### src/st_timing_pkg.sv
/* clock-enable ratio and sound interrupt delay length */
`default_nettype none

package st_timing_pkg;

	// 32 MHz / 16 = 2 MHz, psg and 74ls164 clock
	localparam int CLK2_DIV = 16;

	// 74ls164 stages, 8 x 500 ns = 4 us
	localparam int XSINT_DELAY_LEN = 8;

endpackage

`default_nettype wire

### src/st_audio_pkg.sv
/* audio sample types, midpoint offsets and expansion widths
   for the psg, ste dma sound and the mixed stream */
`default_nettype none

package st_audio_pkg;

	localparam int MIX_W = 15;	// psg + dma sum fed to the dac

	typedef logic [7:0] ym_chan_t;	// one psg channel level
	typedef logic [9:0] ym_sum_t;	// sum of up to three channels
	typedef logic [7:0] dma_snd_t;	// ste dma sample, unsigned with midpoint
	typedef logic [MIX_W-1:0] mix_t;	// signed mix, two's complement

	// midpoints, subtracted to get signed samples
	localparam ym_sum_t YM_OFFSET = 10'h200;
	localparam dma_snd_t DMA_OFFSET = 8'h80;

	// low bits refilled from the top of each value
	// so full scale stays close to full scale
	localparam int YM_EXT_W = 4;	// 1 + 10 + 4 = 15
	localparam int DMA_EXT_W = 6;	// 1 + 8 + 6 = 15

endpackage

`default_nettype wire
### src/st_audio_top.sv
/* st audio output stage: clock enable, sound irq delay,
   psg and dma mixing and two sigma-delta converters */
`timescale 1ns/100ps
`default_nettype none

module st_audio_top #(
	parameter int CLK_DIV = st_timing_pkg::CLK2_DIV,
	parameter int XSINT_DELAY_LEN = st_timing_pkg::XSINT_DELAY_LEN,
	parameter int MIX_W = st_audio_pkg::MIX_W
) (
	input  wire                      clk_32,
	input  wire                      xsint,	// sound irq, active low reset too
	input  wire                      ste_i,
	input  wire                      psg_stereo_i,
	input  wire                      mono_detect_i,
	input  wire st_audio_pkg::ym_chan_t ym_a_i,
	input  wire st_audio_pkg::ym_chan_t ym_b_i,
	input  wire st_audio_pkg::ym_chan_t ym_c_i,
	input  wire st_audio_pkg::dma_snd_t dma_snd_l_i,
	input  wire st_audio_pkg::dma_snd_t dma_snd_r_i,
	output wire                      audio_l_o,	// bitstream left
	output wire                      audio_r_o,
	output wire                      xsint_delayed_o,	// to mfp timer a
	output wire                      mfp_io7_o
);

	import st_audio_pkg::*;

	wire     clk_2_en;
	ym_sum_t ym_l, ym_r;	// signed psg per side
	mix_t    mix_l, mix_r;

	st_clk_en #(.CLK_DIV(CLK_DIV)) clk_en0 (
		.clk_32     (clk_32),
		.xsint      (xsint),
		.clk_2_en_o (clk_2_en)
	);

	xsint_delay #(.DELAY_LEN(XSINT_DELAY_LEN)) xsint_delay0 (
		.clk_32          (clk_32),
		.xsint           (xsint),
		.clk_2_en_i      (clk_2_en),
		.ste_i           (ste_i),
		.mono_detect_i   (mono_detect_i),
		.xsint_delayed_o (xsint_delayed_o),
		.mfp_io7_o       (mfp_io7_o)
	);

	ym_mix ym_mix0 (
		.clk_32       (clk_32),
		.xsint        (xsint),
		.psg_stereo_i (psg_stereo_i),
		.ym_a_i       (ym_a_i),
		.ym_b_i       (ym_b_i),
		.ym_c_i       (ym_c_i),
		.ym_l_o       (ym_l),
		.ym_r_o       (ym_r)
	);

	audio_mix audio_mix0 (
		.clk_32      (clk_32),
		.xsint       (xsint),
		.ym_l_i      (ym_l),
		.ym_r_i      (ym_r),
		.dma_snd_l_i (dma_snd_l_i),
		.dma_snd_r_i (dma_snd_r_i),
		.mix_l_o     (mix_l),
		.mix_r_o     (mix_r)
	);

	sigma_delta_dac #(.WIDTH(MIX_W)) dac_l (
		.clk_32   (clk_32),
		.xsint    (xsint),
		.sample_i (mix_l),
		.bit_o    (audio_l_o)
	);

	sigma_delta_dac #(.WIDTH(MIX_W)) dac_r (
		.clk_32   (clk_32),
		.xsint    (xsint),
		.sample_i (mix_r),
		.bit_o    (audio_r_o)
	);

endmodule

`default_nettype wire

### src/sigma_delta_dac.sv
/* first-order sigma-delta converter, one channel */
`timescale 1ns/100ps
`default_nettype none

module sigma_delta_dac #(
	parameter int WIDTH = 15	// accumulator, same as the mix width
) (
	input  wire                  clk_32,
	input  wire                  xsint,
	input  wire st_audio_pkg::mix_t sample_i,	// signed
	output logic                 bit_o	// pulse density stream
);

	logic [WIDTH-1:0] sample_ob;	// offset binary
	logic [WIDTH-1:0] acc;
	logic [WIDTH:0]   acc_next;	// carry on top

	// flipping the sign bit moves zero to mid scale
	assign sample_ob = sample_i ^ {1'b1, {(WIDTH-1){1'b0}}};
	assign acc_next = {1'b0, acc} + {1'b0, sample_ob};

	// carries over 2^WIDTH cycles add up to the sample value
	always_ff @(posedge clk_32 or negedge xsint) begin
		if (!xsint) begin
			acc <= '0;
			bit_o <= 1'b0;
		end else begin
			acc <= acc_next[WIDTH-1:0];
			bit_o <= acc_next[WIDTH];	// the overflow is the output bit
		end
	end

endmodule

`default_nettype wire

### src/audio_mix.sv
/* psg and ste dma sound widened to the mix width
   and added per side */
`timescale 1ns/100ps
`default_nettype none

module audio_mix (
	input  wire                      clk_32,
	input  wire                      xsint,
	input  wire st_audio_pkg::ym_sum_t  ym_l_i,	// signed psg
	input  wire st_audio_pkg::ym_sum_t  ym_r_i,
	input  wire st_audio_pkg::dma_snd_t dma_snd_l_i,	// unsigned dma sound
	input  wire st_audio_pkg::dma_snd_t dma_snd_r_i,
	output st_audio_pkg::mix_t       mix_l_o,
	output st_audio_pkg::mix_t       mix_r_o
);

	import st_audio_pkg::*;

	dma_snd_t dma_l_s, dma_r_s;	// dma made signed
	mix_t ym_l_x, ym_r_x;
	mix_t dma_l_x, dma_r_x;

	// {sign, value, top bits}: one bit of headroom for the sum
	function automatic mix_t expand_ym(input ym_sum_t v);
		expand_ym = {v[$bits(v)-1], v, v[$bits(v)-1 -: YM_EXT_W]};
	endfunction

	function automatic mix_t expand_dma(input dma_snd_t v);
		expand_dma = {v[$bits(v)-1], v, v[$bits(v)-1 -: DMA_EXT_W]};
	endfunction

	assign dma_l_s = dma_snd_l_i - DMA_OFFSET;	// 0x80 becomes zero
	assign dma_r_s = dma_snd_r_i - DMA_OFFSET;

	assign ym_l_x = expand_ym(ym_l_i);
	assign ym_r_x = expand_ym(ym_r_i);
	assign dma_l_x = expand_dma(dma_l_s);
	assign dma_r_x = expand_dma(dma_r_s);

	always_ff @(posedge clk_32 or negedge xsint) begin
		if (!xsint) begin
			mix_l_o <= '0;
			mix_r_o <= '0;
		end else begin
			mix_l_o <= ym_l_x + dma_l_x;	// modulo 2^15, no clipping
			mix_r_o <= ym_r_x + dma_r_x;
		end
	end

endmodule

`default_nettype wire

### src/ym_mix.sv
/* psg channel summing, mono or stereo, made signed
   around the psg midpoint */
`timescale 1ns/100ps
`default_nettype none

module ym_mix (
	input  wire                      clk_32,
	input  wire                      xsint,
	input  wire                      psg_stereo_i,	// 1: a+b left, c+b right
	input  wire st_audio_pkg::ym_chan_t ym_a_i,
	input  wire st_audio_pkg::ym_chan_t ym_b_i,
	input  wire st_audio_pkg::ym_chan_t ym_c_i,
	output st_audio_pkg::ym_sum_t    ym_l_o,	// signed, two's complement
	output st_audio_pkg::ym_sum_t    ym_r_o
);

	import st_audio_pkg::*;

	ym_sum_t a_w, b_w, c_w;	// channels widened before adding
	ym_sum_t sum_l, sum_r;

	assign a_w = ym_sum_t'(ym_a_i);
	assign b_w = ym_sum_t'(ym_b_i);
	assign c_w = ym_sum_t'(ym_c_i);

	// b sits in the middle, on both sides
	always_comb begin
		if (psg_stereo_i) begin
			sum_l = a_w + b_w;
			sum_r = c_w + b_w;
		end else begin
			sum_l = a_w + b_w + c_w;	// mono: everything on both sides
			sum_r = sum_l;
		end
	end

	always_ff @(posedge clk_32 or negedge xsint) begin
		if (!xsint) begin
			ym_l_o <= '0;
			ym_r_o <= '0;
		end else begin
			ym_l_o <= sum_l - YM_OFFSET;	// wraps modulo 2^10
			ym_r_o <= sum_r - YM_OFFSET;
		end
	end

endmodule

`default_nettype wire

### src/xsint_delay.sv
/* sound interrupt delay line (74ls164) for mfp timer a
   and the mono-detect input on mfp gpio bit 7 */
`timescale 1ns/100ps
`default_nettype none

module xsint_delay #(
	parameter int DELAY_LEN = 8	// shift stages
) (
	input  wire  clk_32,
	input  wire  xsint,	// sound irq, also clears the chain
	input  wire  clk_2_en_i,	// 2 MHz shift clock
	input  wire  ste_i,
	input  wire  mono_detect_i,
	output logic xsint_delayed_o,	// to timer a input
	output logic mfp_io7_o
);

	logic [DELAY_LEN-1:0] stages;

	// cleared as long as the irq line sits low
	// the chain then fills with the released level
	always_ff @(posedge clk_32 or negedge xsint) begin
		if (!xsint) begin
			stages <= '0;	// async clear, like the '164 MR pin
		end else if (clk_2_en_i) begin
			stages <= {stages[DELAY_LEN-2:0], xsint};
		end
	end

	assign xsint_delayed_o = stages[DELAY_LEN-1];	// last stage

	// ste xors the dma sound irq onto the monitor detect
	assign mfp_io7_o = mono_detect_i ^ (ste_i & xsint);

endmodule

`default_nettype wire

### src/st_clk_en.sv
/* 2 MHz clock-enable divider running off clk_32 */
`timescale 1ns/100ps
`default_nettype none

module st_clk_en #(
	parameter int CLK_DIV = 16	// clk_32 cycles per enable
) (
	input  wire  clk_32,
	input  wire  xsint,	// async, active low
	output logic clk_2_en_o	// one cycle wide
);

	localparam int CNT_W = $clog2(CLK_DIV);

	logic [CNT_W-1:0] cnt;	// free running, modulo CLK_DIV

	always_ff @(posedge clk_32 or negedge xsint) begin
		if (!xsint) begin
			cnt <= '0;
			clk_2_en_o <= 1'b0;
		end else begin
			cnt <= (cnt == CNT_W'(CLK_DIV - 1)) ? '0 : cnt + 1'b1;
			// enable sits high while cnt holds its wrap value,
			// so users act on the wrapping edge itself
			clk_2_en_o <= (cnt == CNT_W'(CLK_DIV - 2));
		end
	end

endmodule

`default_nettype wire

### config.mk
export PLATFORM = sky130hd
export DESIGN_NAME = st_audio_top
export DESIGN_NICKNAME = d
export VERILOG_FILES = /design/src/st_timing_pkg.sv /design/src/st_audio_pkg.sv /design/src/st_audio_top.sv /design/src/sigma_delta_dac.sv /design/src/audio_mix.sv /design/src/ym_mix.sv /design/src/xsint_delay.sv /design/src/st_clk_en.sv
export SDC_FILE = /design/constraint.sdc
export NUM_CORES = 1
export LEC_CHECK = 0
export BUFFER_PORTS_ARGS = -buffer_cell sky130_fd_sc_hd__buf_2
export CORE_UTILIZATION = 55
export DETAILED_ROUTE_END_ITERATION = 10
export PLACE_DENSITY = 0.77
export SYNTH_ARGS = -nofsm -noshare
export SYNTH_HDL_FRONTEND = slang
export SYNTH_SLANG_ARGS = --single-unit
### constraint.sdc
create_clock -name clk_32 -period 3.8 [get_ports clk_32]
set_clock_uncertainty 0.2 [all_clocks]
set_input_delay 0.19 -clock clk_32 [delete_from_list [all_inputs] [get_ports clk_32]]
set_output_delay 0.19 -clock clk_32 [all_outputs]
set_load 0.05 [all_outputs]
Yosys cells after proc, flatten, opt, wreduce, memory -nomap -nowiden --
Cells that the tools add are included.
Operators by class: add/subtract/negate cells 12, equality and inequality tests 2, muxes and demuxes 3, bitwise operators 4
Operator list (count):
- $add A15 B15 Y16 | 2
- $add A14 B14 Y15 | 2
- $mux W10 | 2
- $sub A10 B10 Y10 const B | 2
- $add A8 B8 Y9 | 2
- $sub A8 B8 Y8 const B | 2
- $add A10 B8 Y10 | 1
- $eq A4 B4 Y1 const B | 2
- $add A4 B1 Y4 const B | 1
- $mux W4 | 1
- $not A1 Y1 | 2
- $and A1 B1 Y1 | 1
- $xor A1 B1 Y1 | 1
Storage, ports and cells: flip-flop bits (word level) 95, bits of input ports 45, output and inout port bits 4, word-level logic and storage cells 32

Depth between registers and ports, before layout --
Gate-level depths: netlist of run 1.
depth in word-level cells 4, gate-level depth with buffers 13, depth with buffers taken out 13

Modules after synthesis --
A second synthesis of run 1 with hierarchy kept.
Unflattened totals: cell total of the unflattened synthesis 655, area, all modules 6645.1 µm²
Modules (own cells, without submodules):
- sigma_delta_dac | instances 2, cells each 113, area an instance 1154.9 µm², sequential area each 400.4 µm²
- audio_mix | instances 1, cells each 213, area an instance 2063.2 µm², sequential area each 750.7 µm²
- ym_mix | instances 1, cells each 180, area an instance 1711.6 µm², sequential area each 475.5 µm²
- xsint_delay | instances 1, cells each 19, area an instance 344.1 µm², sequential area each 200.2 µm²
- st_clk_en | instances 1, cells each 17, area an instance 216.5 µm², sequential area each 125.1 µm²

Worst setup path after synthesis of run 1 --
No wires, ideal clock.
path kind input port to flip-flop, from in ym_a_i[0], to reg ym_mix0.ym_l_o[7], library setup time 0.119 ns, data arrival time 2.346 ns, data required time 3.481 ns, slack 1.136 ns, stages on the path 11, path buffers 0, cells stage by stage ha_1 fa_1 a21oi_1 o21bai_1 xnor2_1 ha_1 o21a_1 a21oi_1 a21oi_1 mux2i_1 a21bo_1
Between the ends: word-level cells in the longest chain between the ends 4
RTL lines:
- start: declaration | line st_audio_top.sv:16 | input wire st_audio_pkg::ym_chan_t ym_a_i,
- $add A8 B8 Y9 (*) | line ym_mix.sv:29, ym_mix.sv:32
- $add A10 B8 Y10 | line ym_mix.sv:32 | sum_l = a_w + b_w + c_w;
- $mux W10 (*) | line ym_mix.sv:28 | if (psg_stereo_i) begin
- net ym_mix0.sum_l[7] | line ym_mix.sv:20 | ym_sum_t sum_l, sum_r;
- $sub A10 B10 Y10 (*) | line ym_mix.sv:42 | ym_l_o <= sum_l - YM_OFFSET;
- end signal: assignment | line ym_mix.sv:42
- end: declaration | line ym_mix.sv:13 | output st_audio_pkg::ym_sum_t ym_l_o,
Mark *: on every way through the listed nets, which the timed path passes. The rest lies on a longest branch. A chain may end at the register's enable or synchronous reset.

Worst setup path in the final report of run 1 --
from in ym_b_i[0], to reg ym_mix0.ym_l_o[6]
Between the ends: word-level cells in the longest chain between the ends 4
RTL lines:
- start: declaration | line st_audio_top.sv:17 | input wire st_audio_pkg::ym_chan_t ym_b_i,
- $add A8 B8 Y9 (*) | line ym_mix.sv:29, ym_mix.sv:32
- $add A10 B8 Y10 | line ym_mix.sv:32
- $mux W10 (*) | line ym_mix.sv:28
- net ym_mix0.sum_l[6] | line ym_mix.sv:20
- $sub A10 B10 Y10 (*) | line ym_mix.sv:42
Marks and branches as above.

==> results of run 1 <==
[metrics by stage]
stage | area [µm²] | power [mW]
after floorplan | 6270 | 4.35
after global placement | 6690 | 4.86
after detailed placement | 6690 | 5.02
after CTS | 7060 | 6.07
after global routing | 7060 | 6.61
final | 7060 | 6.05
[timing repair]
item,4_1_cts,5_1_grt
endpoints found under the hold margin,23,0
hold buffers,4,0
setup buffers,0,0
[area by class of cell]
| type | count | area (µm²) | area share |
|---|---|---|---|
| multi-input cells | 497 | 3730 | 0.529 |
| flip-flops and latches | 94 | 2350 | 0.333 |
| repair buffers | 53 | 290 | 0.0411 |
| clock buffers | 10 | 239 | 0.0339 |
| well taps | 140 | 175 | 0.0248 |
| inverters | 46 | 173 | 0.0245 |
| clock inverters | 6 | 91.3 | 0.0129 |
[power by group]
| group | internal [mW] | switching, mW | leakage, nW |
|---|---|---|---|
| Combinational | 1.54 | 1.92 | 2.12 |
| Sequential | 1.44 | 0.167 | 1.11 |
| Clock | 0.599 | 0.390 | 0.163 |
[registers in the layout (all words and copies together), names as in the netlist]
name / count
audio_mix0.mix_l_o: 15
audio_mix0.mix_r_o: 15
clk_en0.clk_2_en_o: 1
clk_en0.cnt: 4
dac_l.acc: 15
dac_l.bit_o: 1
dac_r.acc: 15
dac_r.bit_o: 1
xsint_delay0.stages: 8
ym_mix0.ym_l_o: 10
ym_mix0.ym_r_o: 9
[cell families (layout without fill, tap and decap cells)]
| group | count (synthesis) | in the layout |
|---|---|---|
| AO/OA/AOI/OAI | 191 | 191 |
| XOR/XNOR | 57 | 57 |
| adder cells (fa/ha/maj) | 92 | 92 |
| buffers and inverters | 50 | 115 |
| flip-flops | 94 | 94 |
| multiplexers | 13 | 13 |
| AND/OR/NAND/NOR | 144 | 144 |
[layer usage]
layer / up-vias / part of all wire / global-route usage
met5: - / 0 / 0
met1: 2278 / 0.46 / 0.288
met3: 27 / 0.031 / 0.0442
met2: 91 / 0.48 / 0.397
li1: 2407 / - / -
met4: 0 / 0.026 / 0.0907
[worst min path at each step]
| stage | from | end | slack, ns |
|---|---|---|---|
| 4_1_cts | ym_b_i[0] | ym_mix0.ym_r_o[0]$_DFF_PN0_ | 0.007 |
| 5_1_grt | ym_b_i[0] | ym_mix0.ym_r_o[0]$_DFF_PN0_ | 0.03 |
| 3_5_place_dp | xsint | xsint_delay0.stages[3]$_DFFE_PN0P_ | -0.11 |
| 3_3_place_gp | xsint | xsint_delay0.stages[2]$_DFFE_PN0P_ | -0.11 |
| 2_1_floorplan | xsint | audio_mix0.mix_l_o[0]$_DFF_PN0_ | -0.31 |
| 6_report | ym_b_i[0] | ym_mix0.ym_r_o[0]$_DFF_PN0_ | 0.02 |
[cells in the mapped netlist (2+ instances only)]
cell type,number
a211o_1,2
a211oi_1,8
a21boi_1,3
a21o_1,19
a21oi_1,56
a21oi_2,2
a31oi_1,4
and2_1,2
and3_1,5
clkbuf_1,4
dfrtp_1,94
fa_1,7
ha_1,85
inv_1,46
mux2_2,11
mux2i_1,2
nand2_1,38
nand2b_1,13
nand3_1,9
nand4_1,2
nor2_1,53
nor2b_1,6
nor3_1,10
o211ai_1,2
o21a_1,14
o21ai_0,28
o21ai_1,19
o21bai_1,6
o22ai_1,2
o311ai_1,2
o31a_1,4
o31ai_1,4
o41ai_2,3
or3_1,4
xnor2_1,46
xor2_1,11
[worst max-delay path, cell delays in order]
cell and delay (ns):
buf_2 0.12, ha_1 0.22, fa_1 0.42, a21oi_1 0.21, o21bai_1 0.11, xnor2_1 0.19
ha_1 0.31, a21o_1 0.18, a2bb2oi_1 0.20, nor2b_1 0.19, xnor2_1 0.11, mux2_2 0.27
==> results.py, run 1 <==
metrics = {
    "outcome": {
        "status": "completed",
    },
    "job": {
        "cap_viol_max_count": 0,
    },
    "global_route": {
        "antenna_found_initial": 0,
        "grt_first_pass_wirelength_um": 21300,
        "grt_max_degree": 75,
        "grt_pass1_vias": 4744,
        "overflow": 0,
        "track_usage": 0.232,
    },
    "worst_setup_path": {
        "crit_required_ns": 3.83,
        "reg2reg_from": "audio_mix0.mix_r_o[0]$_DFF_PN0_",
        "r2r_slack_ns": 1.23,
        "r2r-end": "dac_r.acc[14]$_DFF_PN0_",
        "crit_path_end": "ym_mix0.ym_l_o[6]$_DFF_PN0_",
        "cp-startpoint": "ym_b_i[0]",
        "cp.arrival_ns": 2.70,
        "rr_worst_depth": 9,
        "start_kind": "input pin",
        "worstSetupPathType": "in2reg",
        "crit_path_end_kind": "register",
        "cp_max_fo": 4,
    },
    "die": {
        "start_util": 0.571,
        "dieArea_um2": 11800,
        "core_area_um2": 11000,
        "num_io_pins": 49,
        "die_y_um": 109,
        "die_w_um": 109,
        "row_count": 38,
    },
    "detailed_routing": {
        "first_iter_violations": 191,
        "vias": 4803,
        "wl_per_cell_um": 14.8,
        "routed_wl_um": 12500,
        "detail-route-antenna-nets": 0,
        "drt_pre_antenna_iters": 4,
        "vias_per_cell": 5.68,
        "drc": 0,
    },
    "sta": {
        "maxSlewViolCount": 0,
        "finalCritPeriodShare": 0.702,
        "setup_violations": 0,
        "slew_headroom": 0.393,
        "final-hold-violation-count": 0,
        "fin_crit_ns": 2.67,
        "worst_slack_ns": 1.13,
        "fin_hold_ws_ns": 0.0194,
        "rsz0062_at_grt": "false",
        "worst_slew_pin_slew_ns": 0.910,
        "max_freq_mhz": 375,
        "tns_ns": 0,
    },
    "placement": {
        "place_congestion": 0.874,
        "post-place-ws_ns": 0.809,
        "placed_cells": 826,
        "portBuffers": 48,
        "place_hpwl_um": 9750,
    },
    "synthesis": {
        "synth_top_family_by_area": "compound AO/OA/AOI/OAI gates",
        "synthesis.area_um2": 6270,
        "avgSynthCellArea_um2": 9.79,
        "synthAdderAreaFrac": 0.192,
        "syn_inst": 641,
        "muxShareOfSynthArea": 0.0229,
        "ys_warn_count": 0,
        "yosys.area.top_type": "dfrtp_1",
        "ys_seq_area_frac": 0.375,
        "synthDistinctLibCells": 51,
        "async_flop_share": 1.00,
        "synthesis.nets": 778,
        "synth_compound_area_frac": 0.197,
        "synth_edf_count": 0,
        "ys.flop_type": "dfrtp_1",
        "synth-seq-cells": 94,
        "synth_top_area_frac": 0.375,
        "synth_top_cells_by_area": "dfrtp_1, ha_1, xnor2_1",
        "yosys.area_share.simple": 0.104,
        "yosys.area_share.xor_xnor": 0.0796,
    },
    "cells_and_area": {
        "diodes": 0,
        "n_fill_cell": 850,
        "drive_gt1_frac": 0.116,
        "layout_commonest_cell": "dfrtp_1",
        "nets": 838,
        "final_cell_mix": "dfrtp_1, ha_1, a21oi_1",
        "utilization": 0.642,
        "syn2layout_area_growth_pct": 12.4,
        "layout.cells.non_filler": 846,
    },
    "clocking": {
        "cts.clk_slew.worst_paths_ns": 0.06,
        "cts_resized": 0,
        "cts_sinks": 94,
        "numCtsBuffers": 9,
        "clk-insertion-delay-late_ns": 0.35,
        "root_buffer": "clkbuf_16",
        "cts_max_path_buffers": 2,
        "cts_tree": "done",
        "cts_max_level": 3,
    },
    "power": {
        "irDropWorstVdd_v": 0.000598,
        "p_per_area_nw_per_um2": 858,
        "leakage_nw": 3.39,
    },
    "worst_hold_path": {
        "min_path_type": "in2reg",
        "hold_depth": 4,
    },
}
Power figures use the tool's default switching activity.
==> inputs of run 2 (changes only) <==
Settings changed: ABC_AREA from default to 1.
Clock period 3.8 ns to 2.57 ns, I/O delays scaled along.
==> run 2 against run 1 <==
  * Total power up 44%
  * Sequential cell count unchanged
  * First-iteration DRC count up 65%
  * Largest cell class unchanged
  * Largest power group unchanged
==> results.py, run 2 <==
metrics = {
    "synthesis": {
        "synthesis.nets": 1137,
        "synthDistinctLibCells": 27,
        "avgSynthCellArea_um2": 7.16,
        "synthTopCellsByCount": "nand2_1, inv_1, dfrtp_1",
        "ys_seq_area_frac": 0.328,
        "synthAdderAreaFrac": 0.168,
        "async_flop_share": 1.00,
        "synth_top_family_by_area": "simple AND/OR/NAND/NOR gates",
        "muxShareOfSynthArea": 0.00314,
        "yosys.area_share.xor_xnor": 0.0403,
        "ys.flop_type": "dfrtp_1",
        "synth_edf_count": 0,
        "synth-seq-cells": 94,
        "yosys.area_share.simple": 0.315,
        "yosys.area.top_type": "dfrtp_1",
        "ys_warn_count": 0,
        "synth_compound_area_frac": 0.0538,
        "synth_top_cells_by_area": "dfrtp_1, nand2_1, ha_1",
        "synth_top_area_frac": 0.328,
        "syn_inst": 1000,
        "synthesis.area_um2": 7160,
        "synth_most_common_cell": "nand2_1",
    },
    "placement": {
        "place_hpwl_um": 12100,
        "post-place-ws_ns": -0.0793,
        "place_congestion": 0.929,
        "portBuffers": 48,
    },
    "sta": {
        "final-hold-violation-count": 0,
        "max_freq_mhz": 439,
        "worst_slack_ns": 0.294,
        "maxSlewViolCount": 0,
        "setup_violations": 0,
        "finalCritPeriodShare": 0.886,
        "tns_ns": 0,
        "worst_slew_pin_slew_ns": 0.394,
        "rsz0062_at_grt": "false",
        "fin_crit_ns": 2.28,
        "slew_headroom": 0.737,
    },
    "worst_setup_path": {
        "cp_max_fo": 4,
        "worstSetupPathType": "in2reg",
        "crit_required_ns": 2.61,
        "r2r-end": "audio_mix0.mix_r_o[12]$_DFF_PN0_",
        "reg2reg_from": "ym_mix0.ym_r_o[6]$_DFF_PN0_",
        "cp-startpoint": "ym_a_i[0]",
        "worst_path_most_repeated_cell": "nand2_1",
        "r2r_slack_ns": 0.58,
        "crit_path_end": "ym_mix0.ym_l_o[7]$_DFF_PN0_",
        "max_stage_delay_ns": 0.38,
        "cp.arrival_ns": 2.31,
        "cp_cell_sequence": "buf_2, ha_1, fa_1, nand2_1, nand2_1, nand2_2, inv_2, or2_1, and2_1, ha_1, nand2_1, nand2_1, a21oi_1, nand3b_1, nand3_1, nand2_1",
        "critPathSlowestCell": "fa_1",
        "rr_worst_depth": 9,
        "crit_path_end_kind": "register",
        "start_kind": "input pin",
    },
    "detailed_routing": {
        "wl_per_cell_um": 12.0,
        "routed_wl_um": 14900,
        "drc": 0,
        "detail-route-antenna-nets": 0,
        "first_iter_violations": 316,
        "drt_pre_antenna_iters": 5,
        "vias": 6200,
        "vias_per_cell": 4.97,
    },
    "job": {
        "cap_viol_max_count": 0,
    },
    "die": {
        "num_io_pins": 49,
        "start_util": 0.565,
        "row_count": 41,
        "dieArea_um2": 13500,
        "core_area_um2": 12700,
        "die_y_um": 116,
        "die_w_um": 116,
    },
    "clocking": {
        "clk-insertion-delay-late_ns": 0.35,
        "root_buffer": "clkbuf_16",
        "cts_max_path_buffers": 2,
        "cts_resized": 0,
        "post_cts_buffers": 0,
        "cts.clk_slew.worst_paths_ns": 0.07,
        "cts_max_level": 3,
        "cts_tree": "done",
        "cts_sinks": 94,
        "numCtsBuffers": 9,
    },
    "global_route": {
        "overflow": 0,
        "grt_max_degree": 70,
        "grt_pass1_vias": 5692,
        "antenna_found_initial": 0,
        "track_usage": 0.244,
        "grt_first_pass_wirelength_um": 25400,
    },
    "power": {
        "seqPwrFrac": 0.263,
        "p_comb_frac": 0.579,
        "p_switching_mw": 3.93,
        "irDropWorstVdd_v": 0.000404,
        "swShare": 0.450,
        "power_frac_clock": 0.158,
        "leakage_nw": 4.67,
        "internal-power_mw": 4.81,
        "p_per_area_nw_per_um2": 1080,
    },
    "worst_hold_path": {
        "min_path_type": "in2reg",
    },
    "cells_and_area": {
        "final_cell_mix": "nand2_1, inv_1, dfrtp_1",
        "layout_commonest_cell": "nand2_1",
        "multi_input_comb_area_um2": 4160,
        "syn2layout_area_growth_pct": 12.6,
        "regArea_um2": 2350,
        "diodes": 0,
        "n_fill_cell": 1125,
        "drive_gt1_frac": 0.0874,
        "nets": 1208,
    },
    "outcome": {
        "status": "completed",
    },
}
-- run 2: cell families after synthesis --
| family | Yosys count |
|---|---|
| AO/OA/AOI/OAI | 73 |
| AND/OR/NAND/NOR | 533 |
| multiplexers | 2 |
| flip-flops | 94 |
| buffers and inverters | 173 |
| XOR/XNOR | 33 |
| adder cells (fa/ha/maj) | 92 |
-- run 2: how the worst min path moves through the flow --
stage | from | to | slack, ns | cells after the start
CTS | dma_snd_r_i[4] | audio_mix0.mix_r_o[2]$_DFF_PN0_ | 0.004 | 3
global placement | xsint | dac_l.bit_o$_DFF_PN0_ | -0.12 | 1
finish | dma_snd_l_i[3] | audio_mix0.mix_l_o[1]$_DFF_PN0_ | 0.01 | 4
global route | dma_snd_l_i[0] | audio_mix0.mix_l_o[6]$_DFF_PN0_ | 0.02 | 3
floorplan | xsint | audio_mix0.mix_l_o[0]$_DFF_PN0_ | -0.37 | 0
detailed placement | xsint | dac_l.bit_o$_DFF_PN0_ | -0.12 | 1
-- run 2: worst max-delay path: cells and delay by family --
family          cells  cell delay [ns]
simple gates       10             0.96
compound gates      1             0.17
buf+inv             2             0.14
fa+ha+maj           3             0.92
-- run 2: power by group through the flow --
stage | Sequential (mW) | Combinational (mW) | Clock (mW)
2_1_floorplan | 2.29 | 3.97 | 0
3_3_place_gp | 2.32 | 4.85 | 0
3_5_place_dp | 2.32 | 5.00 | 0
4_1_cts | 2.30 | 5.05 | 1.42
5_1_grt | 2.35 | 5.82 | 1.48
6_report | 2.30 | 5.06 | 1.38
-- run 2: cell type report --
| cell class | instances | area share |
|---|---|---|
| sequential | 94 | 0.292 |
| multi-input combinational | 733 | 0.516 |
| clock inverter | 5 | 0.00698 |
| inverter | 170 | 0.0791 |
| tap | 172 | 0.0267 |
| timing repair buffer | 63 | 0.0481 |
| clock buffer | 11 | 0.0313 |
-- run 2: metrics by stage --
step	instances	utilization	cell area [µm²]	hold slack, ns	total power, mW
finish	1248	0.636	8060	0.0116	8.75
global route	1248	0.636	8060	0.0177	9.65
CTS	1248	0.636	8060	0.00382	8.77
detailed placement	1224	0.606	7670	-0.118	7.32
global placement	1224	0.606	7670	-0.121	7.17
floorplan	1000	-	7160	-0.367	6.26
-- run 2: metal layers --
layer | share of wire | track usage | wire (µm)
met4 | 0.037 | 0.120 | 558
met5 | 0 | 0 | 0
met3 | 0.029 | 0.0348 | 430
met1 | 0.47 | 0.318 | 6950
met2 | 0.47 | 0.400 | 7000
-- run 2: what timing repair did --
item	CTS	global route
hold endpoints to repair	101	0
hold buffers	8	0
setup endpoints to repair	0	0
==> inputs of run 3 (changes only) <==
Settings changed: ABC_CLOCK_PERIOD_IN_PS from default to 2570, BUFFER_PORTS_ARGS -buffer_cell sky130_fd_sc_hd__buf_2 to default, DONT_BUFFER_PORTS from default to 1, PLACE_DENSITY 0.77 to 0.73.
==> run 3 against run 2 <==
  * Routed wire length is 5.1% higher
  * First-iteration DRC count up 5.1%
  * Clock power about the same
  * Utilization down 0.099 points
  * Clock-buffer cell count fell by 1
  * Register-to-register slack got worse by 0.13 ns
  * Combinational power decreased by 1%
  * Fmax decreased by 0.59%
  * Die area unchanged
  * Largest cell class unchanged
==> results.py, run 3 (same netlist as run 2, synthesis figures left out) <==
metrics = {
    "clocking": {
        "cts_tree": "done",
        "cts_max_level": 3,
        "numCtsBuffers": 9,
        "cts_sinks": 94,
        "cts_max_path_buffers": 2,
        "cts.clk_slew.worst_paths_ns": 0.06,
        "clk-insertion-delay-late_ns": 0.34,
        "root_buffer": "clkbuf_16",
    },
    "cells_and_area": {
        "final_cell_mix": "nand2_1, inv_1, dfrtp_1",
        "syn2layout_area_growth_pct": 12.4,
        "drive_gt1_frac": 0.0400,
        "fin_area_um2": 8050,
        "diodes": 0,
        "layout_commonest_cell": "nand2_1",
        "utilization": 0.635,
        "nets": 1181,
    },
    "job": {
        "cap_viol_max_count": 0,
    },
    "sta": {
        "max_freq_mhz": 437,
        "maxSlewViolCount": 0,
        "slew_headroom": 0.516,
        "finalCritPeriodShare": 0.891,
        "fin_crit_ns": 2.29,
        "rsz0062_at_grt": "false",
        "final-hold-violation-count": 0,
        "fin_hold_ws_ns": 0.00949,
        "worst_slew_pin_slew_ns": 0.726,
        "setup_violations": 0,
    },
    "worst_setup_path": {
        "critPathBufInv": 1,
        "critPathSlowestCell": "fa_1",
        "reg2reg_from": "ym_mix0.ym_r_o[6]$_DFF_PN0_",
        "r2r_slack_ns": 0.45,
        "rr_worst_depth": 5,
        "r2r-end": "audio_mix0.mix_r_o[2]$_DFF_PN0_",
        "worstSetupPathType": "in2reg",
        "crit_path_end_kind": "register",
        "start_kind": "input pin",
        "cp_cell_sequence": "ha_1, fa_1, nand2_1, nand2_1, nand2_2, inv_2, or2_1, and2_1, ha_1, nand2_1, nor2_1, nand2_1, nand2_1, nand2_1, nand3_1, nand2_1",
        "cp_max_fo": 5,
        "max_stage_delay_ns": 0.41,
        "crit_family": "simple AND/OR/NAND/NOR gates",
        "worst_path_most_repeated_cell": "nand2_1",
        "cp.arrival_ns": 2.31,
        "crit_required_ns": 2.59,
    },
    "placement": {
        "place_congestion": 0.909,
        "portBuffers": 0,
        "place_hpwl_um": 12000,
        "place_area_um2": 7380,
    },
    "detailed_routing": {
        "drc": 0,
        "wl_per_cell_um": 12.9,
        "vias": 6130,
        "vias_per_cell": 5.02,
        "routed_wl_um": 15700,
        "first_iter_violations": 332,
        "detail-route-antenna-nets": 0,
        "drt_pre_antenna_iters": 5,
    },
    "worst_hold_path": {
        "min_to": "audio_mix0.mix_l_o[5]$_DFF_PN0_",
        "hold_depth": 3,
        "min_path_type": "in2reg",
        "worstHoldStart": "dma_snd_l_i[7]",
    },
    "global_route": {
        "grt_max_degree": 96,
        "grt_first_pass_wirelength_um": 26300,
        "antenna_found_initial": 0,
        "overflow": 0,
        "track_usage": 0.253,
        "grt_pass1_vias": 5902,
    },
    "outcome": {
        "status": "completed",
    },
    "power": {
        "leakage_nw": 4.58,
        "p_per_area_nw_per_um2": 1090,
        "irDropWorstVdd_v": 0.000460,
    },
    "die": {
        "die_y_um": 116,
        "row_count": 41,
        "die_w_um": 116,
        "core_area_um2": 12700,
        "dieArea_um2": 13500,
        "num_io_pins": 49,
        "start_util": 0.565,
    },
}
run 3: final cells by class:
class,instances,area (µm²)
Clock inverter,6,70.1
Sequential cell,94,2350
Clock buffer,10,239
Timing Repair Buffer,36,375
Tap cell,172,215
Inverter,170,638
Multi-Input combinational cell,733,4160
Fill cell,1138,4620
run 3: what timing repair did:
action,in CTS,in global routing
hold buffers,34,0
resized for setup,0,1
buffers inserted,0,0
setup endpoints to repair,0,1
hold endpoints to repair,136,0
run 3: worst max-delay path by stage:
stage,from,endpoint,slack (ns),cells after the start
finish,ym_a_i[0],ym_mix0.ym_l_o[8]$_DFF_PN0_,0.28,16
global route,ym_a_i[0],ym_mix0.ym_l_o[8]$_DFF_PN0_,0.06,16
CTS,psg_stereo_i,ym_mix0.ym_r_o[0]$_DFF_PN0_,0.15,5
detailed placement,ym_a_i[0],ym_mix0.ym_l_o[8]$_DFF_PN0_,-0.04,16
global placement,ym_a_i[0],ym_mix0.ym_r_o[8]$_DFF_PN0_,0.03,16
floorplan,ym_a_i[0],ym_mix0.ym_l_o[7]$_DFF_PN0_,0.15,15
run 3: power by group:
group          switching, mW  internal, mW
Clock                  0.568         0.787
Combinational           3.08          1.93
Sequential             0.305          2.07
run 3: tightest hold or removal path, cell delays in order:
cell    delay (ns)
inv_1         0.08
ha_1          0.21
xor2_1        0.08
run 3: through the flow:
| stage | worst slack (ns) | power, mW | instances | setup TNS (ns) |
|---|---|---|---|---|
| finish | 0.280 | 8.74 | 1221 | 0 |
| CTS | 0.152 | 8.76 | 1221 | 0 |
| detailed placement | -0.0364 | 7.24 | 1171 | -0.0733 |
| floorplan | 0.147 | 6.26 | 1000 | 0 |
| global route | 0.0559 | 9.67 | 1221 | 0 |
| global placement | 0.0326 | 7.12 | 1171 | 0 |
run 3: per-layer routing:
layer / wire length [µm] / vias to the layer above / share of wire / GRT usage
li1: - / 3232 / - / -
met1: 7120 / 2741 / 0.45 / 0.316
met2: 7310 / 121 / 0.47 / 0.423
met3: 666 / 36 / 0.042 / 0.0446
met4: 606 / 0 / 0.039 / 0.127
met5: 0 / - / 0 / 0
